==> config.mk <==
export PLATFORM = sky130hd
export DESIGN_NAME = uart_rx
export DESIGN_NICKNAME = d
export VERILOG_FILES = /design/src/rtl/uart_bus_pkg.sv /design/src/rtl/uart_line_pkg.sv /design/src/rtl/uart_rx.sv /design/src/rtl/uart_rx_fifo.sv /design/src/rtl/uart_rx_regs.sv /design/src/rtl/uart_rx_sampler.sv
export SDC_FILE = /design/constraint.sdc
export NUM_CORES = 1
export LEC_CHECK = 0
export ABC_AREA = 1
export BUFFER_PORTS_ARGS = -buffer_cell sky130_fd_sc_hd__buf_2
export CAP_MARGIN = 10
export CORE_ASPECT_RATIO = 1.5
export CORE_UTILIZATION = 43
export DETAILED_ROUTE_END_ITERATION = 10
export GPL_ROUTABILITY_DRIVEN = 0
export PLACE_DENSITY_LB_ADDON = 0.1
export SYNTH_ARGS = -nofsm -noshare
export SYNTH_HDL_FRONTEND = slang
export SYNTH_SLANG_ARGS = --single-unit
==> constraint.sdc <==
create_clock -name i_clock -period 6.2 [get_ports i_clock]
set_input_delay 0.62 -clock i_clock [delete_from_list [all_inputs] [get_ports i_clock]]
set_output_delay 0.62 -clock i_clock [all_outputs]
set_load 0.03 [all_outputs]
==> src/rtl/uart_bus_pkg.sv <==
/*
 Register addresses, FIFO depth, bus request and response structs
 and the read-word union of the UART receiver.
*/
`default_nettype none

package uart_bus_pkg;

	localparam int FIFO_DEPTH = 8;

	localparam logic [1:0] ADDR_DATA = 2'd0;
	localparam logic [1:0] ADDR_STATUS = 2'd1;

	// Request and address stay stable until ready.
	typedef struct packed {
		logic request;
		logic [1:0] address;
	} bus_req_t;

	typedef struct packed {
		logic [28:0] zero;
		logic full;
		logic empty;
		logic rsvd;
	} rx_status_t;

	// Received byte as seen at the data address.
	typedef struct packed {
		logic [23:0] zero;
		logic [7:0] value;
	} rx_data_t;

	// One read word, decoded by address.
	typedef union packed {
		rx_data_t data;
		rx_status_t status;
	} rx_word_u;

	typedef struct packed {
		logic ready;
		rx_word_u rdata;
	} bus_rsp_t;

endpackage

`default_nettype wire

==> src/rtl/uart_line_pkg.sv <==
/*
 Serial line timing, frame constants and the receive event struct
 of the UART receiver.
*/
`default_nettype none

package uart_line_pkg;

	// Samples taken per bit.
	localparam int OVERSAMPLE = 8;
	// Clocks per oversample tick, small for simulation.
	localparam int PRESCALE = 2;
	localparam int BIT_CLOCKS = OVERSAMPLE * PRESCALE;
	// Distance from the falling start edge to the middle of the start bit.
	localparam int HALF_BIT_CLOCKS = BIT_CLOCKS / 2;

	localparam int DATA_BITS = 8;
	localparam logic [7:0] SOFT_RESET_CHAR = 8'hff;

	// One-cycle pulses raised at the stop bit.
	typedef struct packed {
		logic interrupt;
		logic soft_reset;
	} rx_event_t;

endpackage

`default_nettype wire

==> src/rtl/uart_rx.sv <==
/*
 UART receiver top: line sampler, byte FIFO and bus read port.
*/
`timescale 1ns/1ps
`default_nettype none

module uart_rx (
	input logic i_clock,
	input logic i_reset,
	input logic i_uart_rx,
	input uart_bus_pkg::bus_req_t i_bus_req,
	output uart_bus_pkg::bus_rsp_t o_bus_rsp,
	output uart_line_pkg::rx_event_t o_event
);
	import uart_bus_pkg::*;

	logic fifo_write;
	logic [7:0] fifo_wdata;
	logic fifo_read;
	logic [7:0] fifo_rdata;
	logic fifo_empty;
	logic fifo_full;

	uart_rx_sampler u_sampler (
		.i_clock(i_clock),
		.i_reset(i_reset),
		.i_uart_rx(i_uart_rx),
		.i_fifo_full(fifo_full),
		.o_write(fifo_write),
		.o_byte(fifo_wdata),
		.o_event(o_event)
	);

	uart_rx_fifo #(
		.DEPTH(FIFO_DEPTH)
	) u_fifo (
		.i_clock(i_clock),
		.i_reset(i_reset),
		.i_write(fifo_write),
		.i_wdata(fifo_wdata),
		.i_read(fifo_read),
		.o_rdata(fifo_rdata),
		.o_empty(fifo_empty),
		.o_full(fifo_full)
	);

	uart_rx_regs u_regs (
		.i_clock(i_clock),
		.i_reset(i_reset),
		.i_bus_req(i_bus_req),
		.o_bus_rsp(o_bus_rsp),
		.o_read(fifo_read),
		.i_rdata(fifo_rdata),
		.i_empty(fifo_empty),
		.i_full(fifo_full)
	);

endmodule

`default_nettype wire

==> src/rtl/uart_rx_fifo.sv <==
/*
 Byte FIFO with registered read data and empty and full flags.
*/
`timescale 1ns/1ps
`default_nettype none

module uart_rx_fifo #(
	parameter int DEPTH = 8
) (
	input logic i_clock,
	input logic i_reset,
	input logic i_write,
	input logic [7:0] i_wdata,
	input logic i_read,
	output logic [7:0] o_rdata,
	output logic o_empty,
	output logic o_full
);

	logic [7:0] mem [DEPTH];
	logic [$clog2(DEPTH)-1:0] wr_ptr;
	logic [$clog2(DEPTH)-1:0] rd_ptr;
	logic [$clog2(DEPTH + 1)-1:0] count;
	logic do_write;
	logic do_read;

	assign do_write = i_write && !o_full;
	assign do_read = i_read && !o_empty;

	// Flags follow the count, so they change at the write or pop edge.
	assign o_empty = (count == '0);
	assign o_full = (count == ($clog2(DEPTH + 1))'(DEPTH));

	always_ff @(posedge i_clock) begin
		if (do_write) begin
			mem[wr_ptr] <= i_wdata;
		end
		if (do_read) begin
			o_rdata <= mem[rd_ptr];
		end
	end

	always_ff @(posedge i_clock) begin
		if (i_reset) begin
			wr_ptr <= '0;
			rd_ptr <= '0;
			count <= '0;
		end
		else begin
			if (do_write) begin
				wr_ptr <= (wr_ptr == ($clog2(DEPTH))'(DEPTH - 1)) ? '0 : wr_ptr + 1'b1;
			end
			if (do_read) begin
				rd_ptr <= (rd_ptr == ($clog2(DEPTH))'(DEPTH - 1)) ? '0 : rd_ptr + 1'b1;
			end

			// Write and pop together keep the count.
			case ({do_write, do_read})
				2'b10: count <= count + 1'b1;
				2'b01: count <= count - 1'b1;
				default: count <= count;
			endcase
		end
	end

	// The read port checks empty one cycle before it pops.
	assert property (@(posedge i_clock) disable iff (i_reset)
		i_read |-> !o_empty);

	// The sampler withholds its strobe while full.
	assert property (@(posedge i_clock) disable iff (i_reset)
		i_write |-> !o_full);

endmodule

`default_nettype wire

==> src/rtl/uart_rx_regs.sv <==
/*
 Bus read port: data register fed from the FIFO and the status word.
*/
`timescale 1ns/1ps
`default_nettype none

module uart_rx_regs (
	input logic i_clock,
	input logic i_reset,
	input uart_bus_pkg::bus_req_t i_bus_req,
	output uart_bus_pkg::bus_rsp_t o_bus_rsp,
	output logic o_read,
	input logic [7:0] i_rdata,
	input logic i_empty,
	input logic i_full
);
	import uart_bus_pkg::*;

	typedef enum logic [1:0] {
		ST_IDLE,
		ST_POP,
		ST_WAIT,
		ST_HOLD
	} state_t;

	state_t state;
	rx_word_u rdata_q;

	// Ready falls together with request.
	assign o_bus_rsp = '{
		ready: (state == ST_HOLD) && i_bus_req.request,
		rdata: rdata_q
	};

	always_ff @(posedge i_clock) begin
		if (i_reset) begin
			state <= ST_IDLE;
			o_read <= 1'b0;
		end
		else begin
			o_read <= 1'b0;
			case (state)
				ST_IDLE: begin
					if (i_bus_req.request) begin
						case (i_bus_req.address)
							ADDR_DATA: begin
								// Data read waits here until a byte is queued.
								if (!i_empty) begin
									o_read <= 1'b1;
									state <= ST_POP;
								end
							end
							ADDR_STATUS: begin
								rdata_q.status <= '{zero: '0, full: i_full,
									empty: i_empty, rsvd: 1'b0};
								state <= ST_HOLD;
							end
							default: begin
								rdata_q <= '0;
								state <= ST_HOLD;
							end
						endcase
					end
				end
				// FIFO takes the pop on this edge.
				ST_POP: state <= ST_WAIT;
				ST_WAIT: begin
					rdata_q.data <= '{zero: '0, value: i_rdata};
					state <= ST_HOLD;
				end
				ST_HOLD: begin
					if (!i_bus_req.request) begin
						state <= ST_IDLE;
					end
				end
				default: state <= ST_IDLE;
			endcase
		end
	end

	// Ready only follows a request held since the previous cycle.
	assert property (@(posedge i_clock) disable iff (i_reset)
		o_bus_rsp.ready |-> i_bus_req.request && $past(i_bus_req.request));

endmodule

`default_nettype wire

==> src/rtl/uart_rx_sampler.sv <==
/*
 UART line sampler: input synchronizer, start bit search,
 data and stop bit sampling, FIFO write and event pulses.
*/
`timescale 1ns/1ps
`default_nettype none

module uart_rx_sampler (
	input logic i_clock,
	input logic i_reset,
	input logic i_uart_rx,
	input logic i_fifo_full,
	output logic o_write,
	output logic [7:0] o_byte,
	output uart_line_pkg::rx_event_t o_event
);
	import uart_line_pkg::*;

	logic rx_meta;
	logic rx_sync;
	logic [$clog2(BIT_CLOCKS)-1:0] prescale;
	// 0 idle, top value start bit, then data bits, 1 stop bit.
	logic [$clog2(DATA_BITS + 3)-1:0] bit_index;
	logic [7:0] shift_reg;

	assign o_byte = shift_reg;

	// Two flops against metastability.
	// The line idles high.
	always_ff @(posedge i_clock) begin
		if (i_reset) begin
			rx_meta <= 1'b1;
			rx_sync <= 1'b1;
		end
		else begin
			rx_meta <= i_uart_rx;
			rx_sync <= rx_meta;
		end
	end

	always_ff @(posedge i_clock) begin
		if (i_reset) begin
			prescale <= '0;
			bit_index <= '0;
			o_write <= 1'b0;
			o_event <= '0;
		end
		else begin
			o_write <= 1'b0;
			o_event <= '0;

			if (prescale != '0) begin
				prescale <= prescale - 1'b1;
			end
			else if (bit_index == '0) begin
				// Idle, wait for a falling line.
				if (!rx_sync) begin
					prescale <= ($clog2(BIT_CLOCKS))'(HALF_BIT_CLOCKS - 1);
					bit_index <= ($clog2(DATA_BITS + 3))'(DATA_BITS + 2);
				end
			end
			else if (bit_index == ($clog2(DATA_BITS + 3))'(DATA_BITS + 2)) begin
				// Middle of the start bit.
				if (!rx_sync) begin
					prescale <= ($clog2(BIT_CLOCKS))'(BIT_CLOCKS - 1);
					bit_index <= bit_index - 1'b1;
				end
				else begin
					bit_index <= '0;
				end
			end
			else if (bit_index > 1) begin
				// LSB arrives first.
				shift_reg <= {rx_sync, shift_reg[7:1]};
				prescale <= ($clog2(BIT_CLOCKS))'(BIT_CLOCKS - 1);
				bit_index <= bit_index - 1'b1;
			end
			else begin
				bit_index <= '0;
				// Frames with a low stop bit are dropped.
				if (rx_sync) begin
					o_write <= !i_fifo_full;
					o_event.interrupt <= 1'b1;
					o_event.soft_reset <= (shift_reg == SOFT_RESET_CHAR);
				end
			end
		end
	end

	// A frame takes many clocks, so writes are isolated pulses.
	assert property (@(posedge i_clock) disable iff (i_reset)
		o_write |=> !o_write);

endmodule

`default_nettype wire

# Word-level counts from Yosys, hierarchy flattened
# Memories as Yosys holds them, arrays and structs flattened. A register that Yosys moved wholly into a read port is not among the register bits.
# Cells that the tools add are included.
# word_totals
out_inout_bits	35
inputBits	6
mem_count	1
ramBits	64
wordCells	95
ff_bits	66
# memory_table
name	words	word_bits	read_ports	rd_ports_with_merged_regs	wr	line_no	rtl
u_fifo.mem	8	8	1	1	1	uart_rx_fifo.sv:20	logic [7:0] mem [DEPTH];
# classes
n_reduce_logical	21
add_sub_neg	6
bitwise_logic	8
eq_ne	18
n_lt_le_gt_ge	1
mux	26
# ops
op	n
$pmux W32 S2	2
$mux W4	11
$mux W32	1
$sub A4 B1 Y4 const B	3
$mux W2	5
$ne A3 B3 Y1 const B	3
$eq A4 B4 Y1 const B	2
$eq A8 B8 Y1 const B	1
$logic_not A4 Y1	2
$ne A2 B2 Y1 const B	4
$not A1 Y1	8
$pmux W2 S4	1
$pmux W4 S2	1
$reduce_bool A4 Y1	2
$add A3 B1 Y3 const B	2
$eq A2 B1 Y1 const B	3
$eq A2 B2 Y1 const B	3
$eq A3 B3 Y1 const B	2
$mux W3	2
$reduce_and A3 Y1	2
$reduce_or A6 Y1	1
$reduce_and A5 Y1	1
$reduce_or A5 Y1	1
$add A4 B1 Y4 const B	1
other kinds (9)	16

# Longest topological paths before layout
# Gate-level depths: netlist (run 1).
# depth
depth_word	5
mapped_depth	14

# By module
# A second synthesis (run 1) with hierarchy kept.
# hier_totals
hier_cells	515
hier_area_um2	5221.3
# modules_own_cells
module	cells_per_inst	n_inst	area_each_um2	seq_area_each_um2
uart_rx_fifo	317	1	3480.8	2362.3
uart_rx_sampler	106	1	982.2	500.5
uart_rx_regs	92	1	758.2	300.3

# Least setup slack after synthesis (run 1)
# No wires, ideal clock.
# synth_timing
kind	register to register
start	reg u_sampler.bit_index[0]
end	reg u_sampler.shift_reg[0], in the netlist u_sampler.o_byte[0], enable pin
slack_ps	4041
setup_ps	395
required_time_ps	5805
arrival_time_ps	1764
stages_incl_launch_ff	6
cell_sequence	dfxtp_1 inv_1 ha_1 o21ai_2 inv_1 nor4_1
# synth_via
elab_chain_len	3
# synth_rtl
item	line_no	rtl
start, declared	uart_rx_sampler.sv:23	logic [$clog2(DATA_BITS + 3)-1:0] bit_index;
start signal, assigned	uart_rx_sampler.sv:59	bit_index <= ($clog2(DATA_BITS + 3))'(DATA_BITS + 2);
start signal, assigned	uart_rx_sampler.sv:66	bit_index <= bit_index - 1'b1;
start signal, assigned	uart_rx_sampler.sv:76	bit_index <= bit_index - 1'b1;
branches (longest 2 deep; another with $gt A4 B1 Y1)	--	
$reduce_and A5 Y1 (no line) (*)	--	
end signal, assigned	uart_rx_sampler.sv:74	shift_reg <= {rx_sync, shift_reg[7:1]};
end, declared	uart_rx_sampler.sv:24	logic [7:0] shift_reg;
# Every way passes the cells marked *.
# A chain may end at the register's enable or synchronous reset.

# Final worst setup path (run 1)
# layout_timing
start	reg u_fifo.count[0]
end	reg u_fifo.count[2]
# layout_via
elab_chain_len	5
# layout_rtl
item	line_no	rtl
start, declared	uart_rx_fifo.sv:23	logic [$clog2(DEPTH + 1)-1:0] count;
start signal, assigned	uart_rx_fifo.sv:59	2'b10: count <= count + 1'b1;
start signal, assigned	uart_rx_fifo.sv:60	2'b01: count <= count - 1'b1;
start signal, assigned	uart_rx_fifo.sv:61	default: count <= count;
$logic_not A4 Y1 (*)	uart_rx_fifo.sv:31	assign o_empty = (count == '0);
$logic_not A1 Y1 (*)	--	
$logic_and A1 B1 Y1 (*)	uart_rx_fifo.sv:28	assign do_read = i_read && !o_empty;
net u_fifo.do_read	uart_rx_fifo.sv:25	logic do_read;
$eq A2 B1 Y1 or $eq A2 B2 Y1 (tied branches)	uart_rx_fifo.sv:58	case ({do_write, do_read})
$pmux W4 S2 or $reduce_bool A2 Y1 (tied branches)	--	
# Mark *: on every way through the listed nets, which the timed path passes. The rest lies on a longest branch.

==> results of run 1 <==
## worst max-delay path: cells and delay by family (launching register included)
kind	cells	cell delay, ns
and+or+nand+nor	5	0.71
adders and majority gates	2	0.50
DFF	1	0.35
buffers and inverters	2	0.28
AOI/OAI and AO/OA	2	0.28
xor gates and xnor gates	1	0.08
## final timing paths
path	to	slack, ns	cells after the start
hold / removal	u_sampler.rx_meta$_SDFF_PP1_	0.39	2
setup / recovery	u_fifo.count[2]$_SDFFE_PP0P_	3.88	12
hold reg to reg	u_sampler.rx_sync$_SDFF_PP1_	0.41	1
setup reg to reg	u_fifo.count[2]$_SDFFE_PP0P_	3.88	12
## metrics by stage
step | hold slack, ns | total power, uW | setup WS [ns]
2_1_floorplan | 0.389 | 1340 | 4.04
3_5_place_dp | 0.395 | 1430 | 3.91
4_1_cts | 0.382 | 2420 | 3.87
5_1_grt | 0.385 | 2510 | 3.60
6_report | 0.394 | 2400 | 3.88
3_3_place_gp | 0.394 | 1420 | 3.98
## report_power, final
part / leakage (uW) / switching (uW) / internal [uW]
logic: 0.000925 / 317 / 157
clock network: 0.000289 / 335 / 653
registers: 0.00101 / 41.0 / 896
total: 0.00222 / 694 / 1710
## synthesized netlist by cell type, types with 3 or more instances
cell | n | area share, %
nor3_1 | 3 | 0.30
nand3_2 | 3 | 0.60
dfxtp_1 | 26 | 10
ha_1 | 17 | 4.3
o21ai_0 | 42 | 4.2
nand2_2 | 6 | 0.76
o21ai_1 | 7 | 0.70
nor2_2 | 4 | 0.50
buf_4 | 28 | 4.2
o21ai_2 | 3 | 0.53
buf_2 | 5 | 0.50
nor2_1 | 86 | 6.5
nand3_1 | 7 | 0.70
inv_1 | 33 | 2.5
a21oi_1 | 10 | 1.0
nand2_1 | 25 | 1.9
inv_2 | 5 | 0.38
o22ai_1 | 8 | 1.0
xor2_1 | 4 | 0.70
a31oi_1 | 9 | 1.1
clkbuf_1 | 4 | 0.30
nand4_1 | 5 | 0.63
edfxtp_1 | 88 | 53
## kinds of logic after synthesis
| family | Yosys count |
|---|---|
| buffers and inverters | 76 |
| flip-flops | 114 |
| AO/OA/AOI/OAI | 84 |
| XOR/XNOR | 6 |
| AND/OR/NAND/NOR | 149 |
| other | 1 |
| adder cells (fa/ha/maj) | 17 |
## registers in the layout (all words and copies together) (netlist names)
name and flops:
u_fifo.mem 64, u_fifo.o_rdata 8, u_regs.rdata_q 8, u_sampler.o_byte 8
u_fifo.count 4, u_sampler.bit_index 4, u_sampler.prescale 4, u_fifo.rd_ptr 3
u_fifo.wr_ptr 3, u_regs.state 2, u_sampler.o_event 2, u_regs.o_read 1
u_sampler.o_write 1, u_sampler.rx_meta 1, u_sampler.rx_sync 1
## routing by layer
layer	GRT usage, %	vias up
met5	0	-
met4	8.74	0
met3	5.25	21
met2	31.3	71
met1	18.2	1481
li1	-	1539
## cell type report
| class | count | area [sq um] | area share, % |
|---|---|---|---|
| clock buffers | 20 | 457 | 8.01 |
| clock inverters | 12 | 156 | 2.74 |
| inverters | 39 | 146 | 2.57 |
| multi-input cells | 280 | 1500 | 26.3 |
| flip-flops and latches | 114 | 3160 | 55.5 |
| well taps | 147 | 184 | 3.23 |
| repair buffers | 18 | 95.1 | 1.67 |
==> out/summary.txt, run 1 <==
outcome: completed
ANT nets after route: 0
post-synthesis sequential area ratio: 63.6%
CP Launch Type: register
headroom to the max-slew limit: 28.6%
fill count: 1011
simple-gate share of the synthesized area: 13.4%
die area: 12000 sq um
RR Startpoint: u_fifo.count[0]$_SDFFE_PP0P_
initial core utilization: 44.5%
core box area: 11200 sq um
max-cap violations: 0
XOR/XNOR share of the synthesized area: 1.06%
CTS H-tree lvls: 4
mux share of post-synthesis cell area: 0%
number of port buffers: 16
final WL: 9760 um
largest family of logic cells by synthesized area: simple AND/OR/NAND/NOR gates
crit path launch: u_fifo.count[0]$_SDFFE_PP0P_
Avg Cell Area, Syn: 11.1 sq um
DR WL/cell: 15.5 um
I/O Pins: 41
Hold Buf Count CTS: 0
Synth cell types: 39
largest net degree at the start of global routing: 36
worst endpoint data arrival time: 2.62 ns
root buffer cell: clkbuf_16
Worst path slowest cell: dfxtp_1
Final Skew: 0.00951 ns
Async S/R FF share, synth: 0%
vertical die dimension: 134 um
highest cell delay on the worst timing path: 0.35 ns
critical path cell sequence: nor2_2, nand3_2, nand2_1, inv_1, ha_1, nor2_1, nor2_2, ha_1, a21oi_1, xnor2_1, o21ai_0, inv_1
Synth Flop Type: edfxtp_1
setup bufs post-CTS: 0
CTS tree: yes
total CTS buffers: 17
CTS Buffer Depth: 2
initial antenna violation count: 0
f_max: 431 MHz
gr usage total: 17.3%
Util after Layout: 51.0%
cell area after layout: 5700 sq um
grt ovf: 0
warnings from Yosys: 0
first-pass GRT wire length: 15200 um
min Tclk post-route: 2.32 ns
RSZ-0062 raised after global routing: no
Die X: 89.8 um
final setup fails: 0
Syn Inst Count: 447
M1 wire length: 3910 um
routed wl met2: 5220 um
met3 wire len: 335 um
DRC: 0
first-pass iteration count of the detailed router: 4
# diodes: 0
Power per Cell Area: 421 nW/um^2
vias per std cell: 4.94
Post-CTS Resized: 0
Worst EP required: 6.50 ns
via count: 3112
class of the worst hold path: in2reg
share of cells above drive strength 1: 15.7%
total negative setup slack: 0 ns
clock latency on the worst-skew pair: 0.41 ns
most common cell after layout, fill and taps aside: edfxtp_1
kind of critical path: reg2reg
Final Hold Vio Count: 0
hold path start: i_uart_rx
area grow syn2layout: 14.7%
leading cell types in the layout, fill and taps excluded: edfxtp_1, nor2_1, o21ai_0, inv_1, dfxtp_1
Detailed Place HPWL: 6280 um
Cell Area, Synth: 4970 sq um
Worst Path Max Fanout: 10
Final Slew Violations: 0
Slew @ Worst Pin: 1.06 ns
Detailed Route Iter0 Violations: 136
uppermost routed layer: met4
NumNets Final: 493
Num Clock Sinks: 114
Rows: 47
Reg clk slew, reported paths: 0.06 ns
Non-Filler Instances: 630
Tcrit/Tclk final: 37.4%
placed cell area: 5080 sq um
number of enable flip-flop cells after synthesis: 88
Synth Area in Adders: 4.28%
P_leak: 0.00222 uW
Peak VDD IR: 0.000216 V
Yosys reg bits: 114
Compound-Gate Fraction of Synth Area: 9.54%
Worst Setup End Kind: register
Inst Count DP: 598
vias in the first global route: 3005
Power figures use the tool's default switching activity.
==> run 2, diff against run 1 <==
--- a/config.mk
+++ b/config.mk
@@ -5,7 +5,7 @@
 export SDC_FILE = /design/constraint.sdc
 export NUM_CORES = 1
 export LEC_CHECK = 0
-export ABC_AREA = 1
+export ABC_AREA = 0
 export BUFFER_PORTS_ARGS = -buffer_cell sky130_fd_sc_hd__buf_2
 export CAP_MARGIN = 10
 export CORE_ASPECT_RATIO = 1.5
==> constraint.sdc (replaced) <==
create_clock -name i_clock -period 2 [get_ports i_clock]
set_input_delay 0.2 -clock i_clock [delete_from_list [all_inputs] [get_ports i_clock]]
set_output_delay 0.2 -clock i_clock [all_outputs]
set_load 0.03 [all_outputs]
==> run 2 against run 1 <==
  * The flow now finishes with violations (negative setup slack)
  * Highest routed layer unchanged
  * Synthesized cell count is 27% lower
  * Fmax grew 7.8%
  * Cell count decreased by 15%
  * Global-route usage shrank 1.5 points
  * Utilization is 2.0 points higher
  * Clock skew fell by 0.0036 ns
  * Setup slack lost 4.0 ns
  * Sequential power rose to 3.0 times the previous value
  * Critical endpoint unchanged
==> out/summary.txt, run 2 <==
WHS: 0.0865 ns (-0.307 ns)
DR WL/cell: 16.3 um (+5.3%)
first-pass GRT wire length: 13800 um (-9.7%)
max reg flops: 64 (unchanged)
Final Hold Vio Count: 0 (unchanged)
kind of critical path: reg2reg
worst setup margin: -0.153 ns (-4.03 ns)
via count: 2668 (-14%)
number of port buffers: 16 (unchanged)
Worst Hold Path Cells: 2 (unchanged)
die area: 12000 sq um (unchanged)
Largest Register: u_fifo.mem
RSZ-0062 raised after global routing: yes
RR Startpoint: u_fifo.count[3]$_SDFFE_PP0P_
total negative setup slack: -0.277 ns (-0.277 ns)
warnings from Yosys: 0 (unchanged)
Peak VDD IR: 0.000775 V (+260%)
Reg clk slew, reported paths: 0.05 ns (about the same)
DRC: 0 (unchanged)
setup slack at placement: -0.197 ns (-4.10 ns)
synth top area cells: edfxtp_1, dfxtp_1, mux4_2
CP Launch Type: register
leading cell types in the layout, fill and taps excluded: edfxtp_1, buf_4, nor2_1, conb_1, dfxtp_1
ANT nets after route: 0 (unchanged)
Final Slew Violations: 0 (unchanged)
top-count cell post-synth: edfxtp_1
Slew @ Worst Pin: 0.569 ns (-0.494 ns)
most common cell after layout, fill and taps aside: edfxtp_1
number of enable flip-flop cells after synthesis: 88 (unchanged)
CTS H-tree lvls: 4 (unchanged)
I/O Pins: 41 (unchanged)
initial core utilization: 44.5% (unchanged)
headroom to the max-slew limit: 62.0% (+33 points)
hold path start: i_reset
reg2reg path depth: 10 (-2)
post-synthesis sequential area ratio: 63.6% (unchanged)
vias per std cell: 4.99 (+0.96%)
area grow syn2layout: 19.2%
hold endpoint: u_sampler.bit_index[3]$_SDFFE_PP0P_
final WL: 8730 um (-11%)
Avg Cell Area, Syn: 15.2 sq um (+37%)
worst endpoint data arrival time: 2.49 ns (-0.13 ns)
final setup fails: 2 (+2)
largest net degree at the start of global routing: 24 (-33%)
R2R Path End: u_fifo.count[2]$_SDFFE_PP0P_
Num Clock Sinks: 114 (unchanged)
vias in the first global route: 2622 (-13%)
Die X: 89.8 um (unchanged)
crit path launch: u_fifo.count[3]$_SDFFE_PP0P_
Worst Path Max Fanout: 3 (-7)
outcome: finished with violations
Cell Area, Synth: 4970 sq um (unchanged)
NumNets Final: 398 (-19%)
Worst EP required: 2.33 ns (-4.17 ns)
placed cell area: 5330 sq um (+4.8%)
total CTS buffers: 17 (unchanged)
Async S/R FF share, synth: 0% (unchanged)
share of cells above drive strength 1: 32.5% (+17 points)
# diodes: 0 (unchanged)
max-cap violations: 0 (unchanged)
P_leak: 0.00214 uW (-3.8%)
initial antenna violation count: 0 (unchanged)
cell area after layout: 5920 sq um (+4.0%)
Power per Cell Area: 1150 nW/um^2 (+170%)
clock latency on the worst-skew pair: 0.40 ns (about the same)
Yosys reg bits: 114 (unchanged)
min Tclk post-route: 2.15 ns (-0.167 ns)
Worst Setup End Kind: register
Synth cell types: 56 (+44%)
Final Skew: 0.00594 ns (-0.00357 ns)
Rows: 47 (unchanged)
largest area contributor in the netlist: edfxtp_1
gr usage total: 15.8% (-1.5 points)
Detailed Route Iter0 Violations: 99 (-27%)
grt ovf: 0 (unchanged)
Tcrit/Tclk final: 108% (+70 points)
worst reg-to-reg setup slack: -0.15 ns (-4.03 ns)
Synth top area share: 53.2% (unchanged)
CTS tree: yes
first-pass iteration count of the detailed router: 4 (unchanged)
Syn Inst Count: 326 (-27%)
failing checks: negative setup slack
f_max: 465 MHz (+7.8%)
vertical die dimension: 134 um (unchanged)
core box area: 11200 sq um (unchanged)
class of the worst hold path: in2reg
Util after Layout: 53.0% (+2.0 points)
root buffer cell: clkbuf_16
Post-synth top cells: edfxtp_1, dfxtp_1, buf_4
Synth Flop Type: edfxtp_1
Detailed Place HPWL: 5650 um (-10%)
CTS Buffer Depth: 2 (unchanged)
## run 2: cell count changes after synthesis, sizes merged, moves of 10 or more
cell   before  now
nand3      10    0
nor2       91   24
nand2      32    4
inv        38   11
mux2        0   10
o21ai      53    2
mux4        0   16
## run 2: worst max-delay path by stage
stage,to,slack [ns]
after detailed placement,u_fifo.count[2]$_SDFFE_PP0P_,-0.20
after floorplan,u_fifo.count[3]$_SDFFE_PP0P_,-0.30
after CTS,u_fifo.count[2]$_SDFFE_PP0P_,-0.16
final,u_fifo.count[2]$_SDFFE_PP0P_,-0.15
after global routing,u_fifo.count[2]$_SDFFE_PP0P_,-0.26
after global placement,u_fifo.count[2]$_SDFFE_PP0P_,-0.14
## run 2: power by group
| part | switching [uW] | internal [uW] |
|---|---|---|
| Combinational | 696 | 523 |
| Sequential | 120 | 2710 |
| Clock | 1060 | 1690 |
| Total | 1870 | 4930 |
## run 2: per-stage QoR
stage / instances / total power (uW)
6_report: 535 / 6800
5_1_grt: 535 / 7120
4_1_cts: 534 / 6880
3_5_place_dp: 501 / 4110
3_3_place_gp: 501 / 4090
2_1_floorplan: 349 / 3840
## run 2: cell type report
| class | count | area [sq um] |
|---|---|---|
| timing repair buffer | 44 | 305 |
| tap | 147 | 184 |
| fill | 933 | 5250 |
| inverter | 11 | 45.0 |
| multi-input combinational | 187 | 1680 |
| sequential | 114 | 3170 |
| clock buffer | 18 | 429 |
| clock inverter | 14 | 115 |
## run 2: what timing repair did
item | CTS | global route
buffers inserted | 0 | 1
setup endpoints to repair | 2 | 2
hold buffers | 1 | 0
hold endpoints to repair | 1 | 0
pin swaps | 1 | 1
resized for setup | 3 | 3
## run 2: metal layers
layer / share of wire, % / GRT usage [%]
met4: 1.6 / 7.10
met1: 41 / 17.1
met3: 2.6 / 4.57
met5: 0 / 0
met2: 55 / 28.5
## run 2: cells by family (layout without fill, tap and decap cells)
family / count (synthesis) / after routing / share of synthesized area, %
other: 1 / 24 / 0.0755
DFF: 114 / 114 / 63.6
adders and majority gates: 17 / 17 / 4.28
muxes: 33 / 33 / 11.0
AOI/OAI and AO/OA: 32 / 32 / 4.78
xor gates and xnor gates: 3 / 3 / 0.529
and+or+nand+nor: 78 / 78 / 9.21
buffers and inverters: 48 / 87 / 6.47
## run 2: critical path, cell delays in order (launching register included)
cell and delay, ns:
dfxtp_2 0.34, nor4_4 0.28, nand2b_4 0.18, clkinvlp_4 0.13
ha_4 0.19, xor2_2 0.14, ha_2 0.18, a21oi_2 0.12
xor2_1 0.08, or3_1 0.32, a21oi_1 0.12
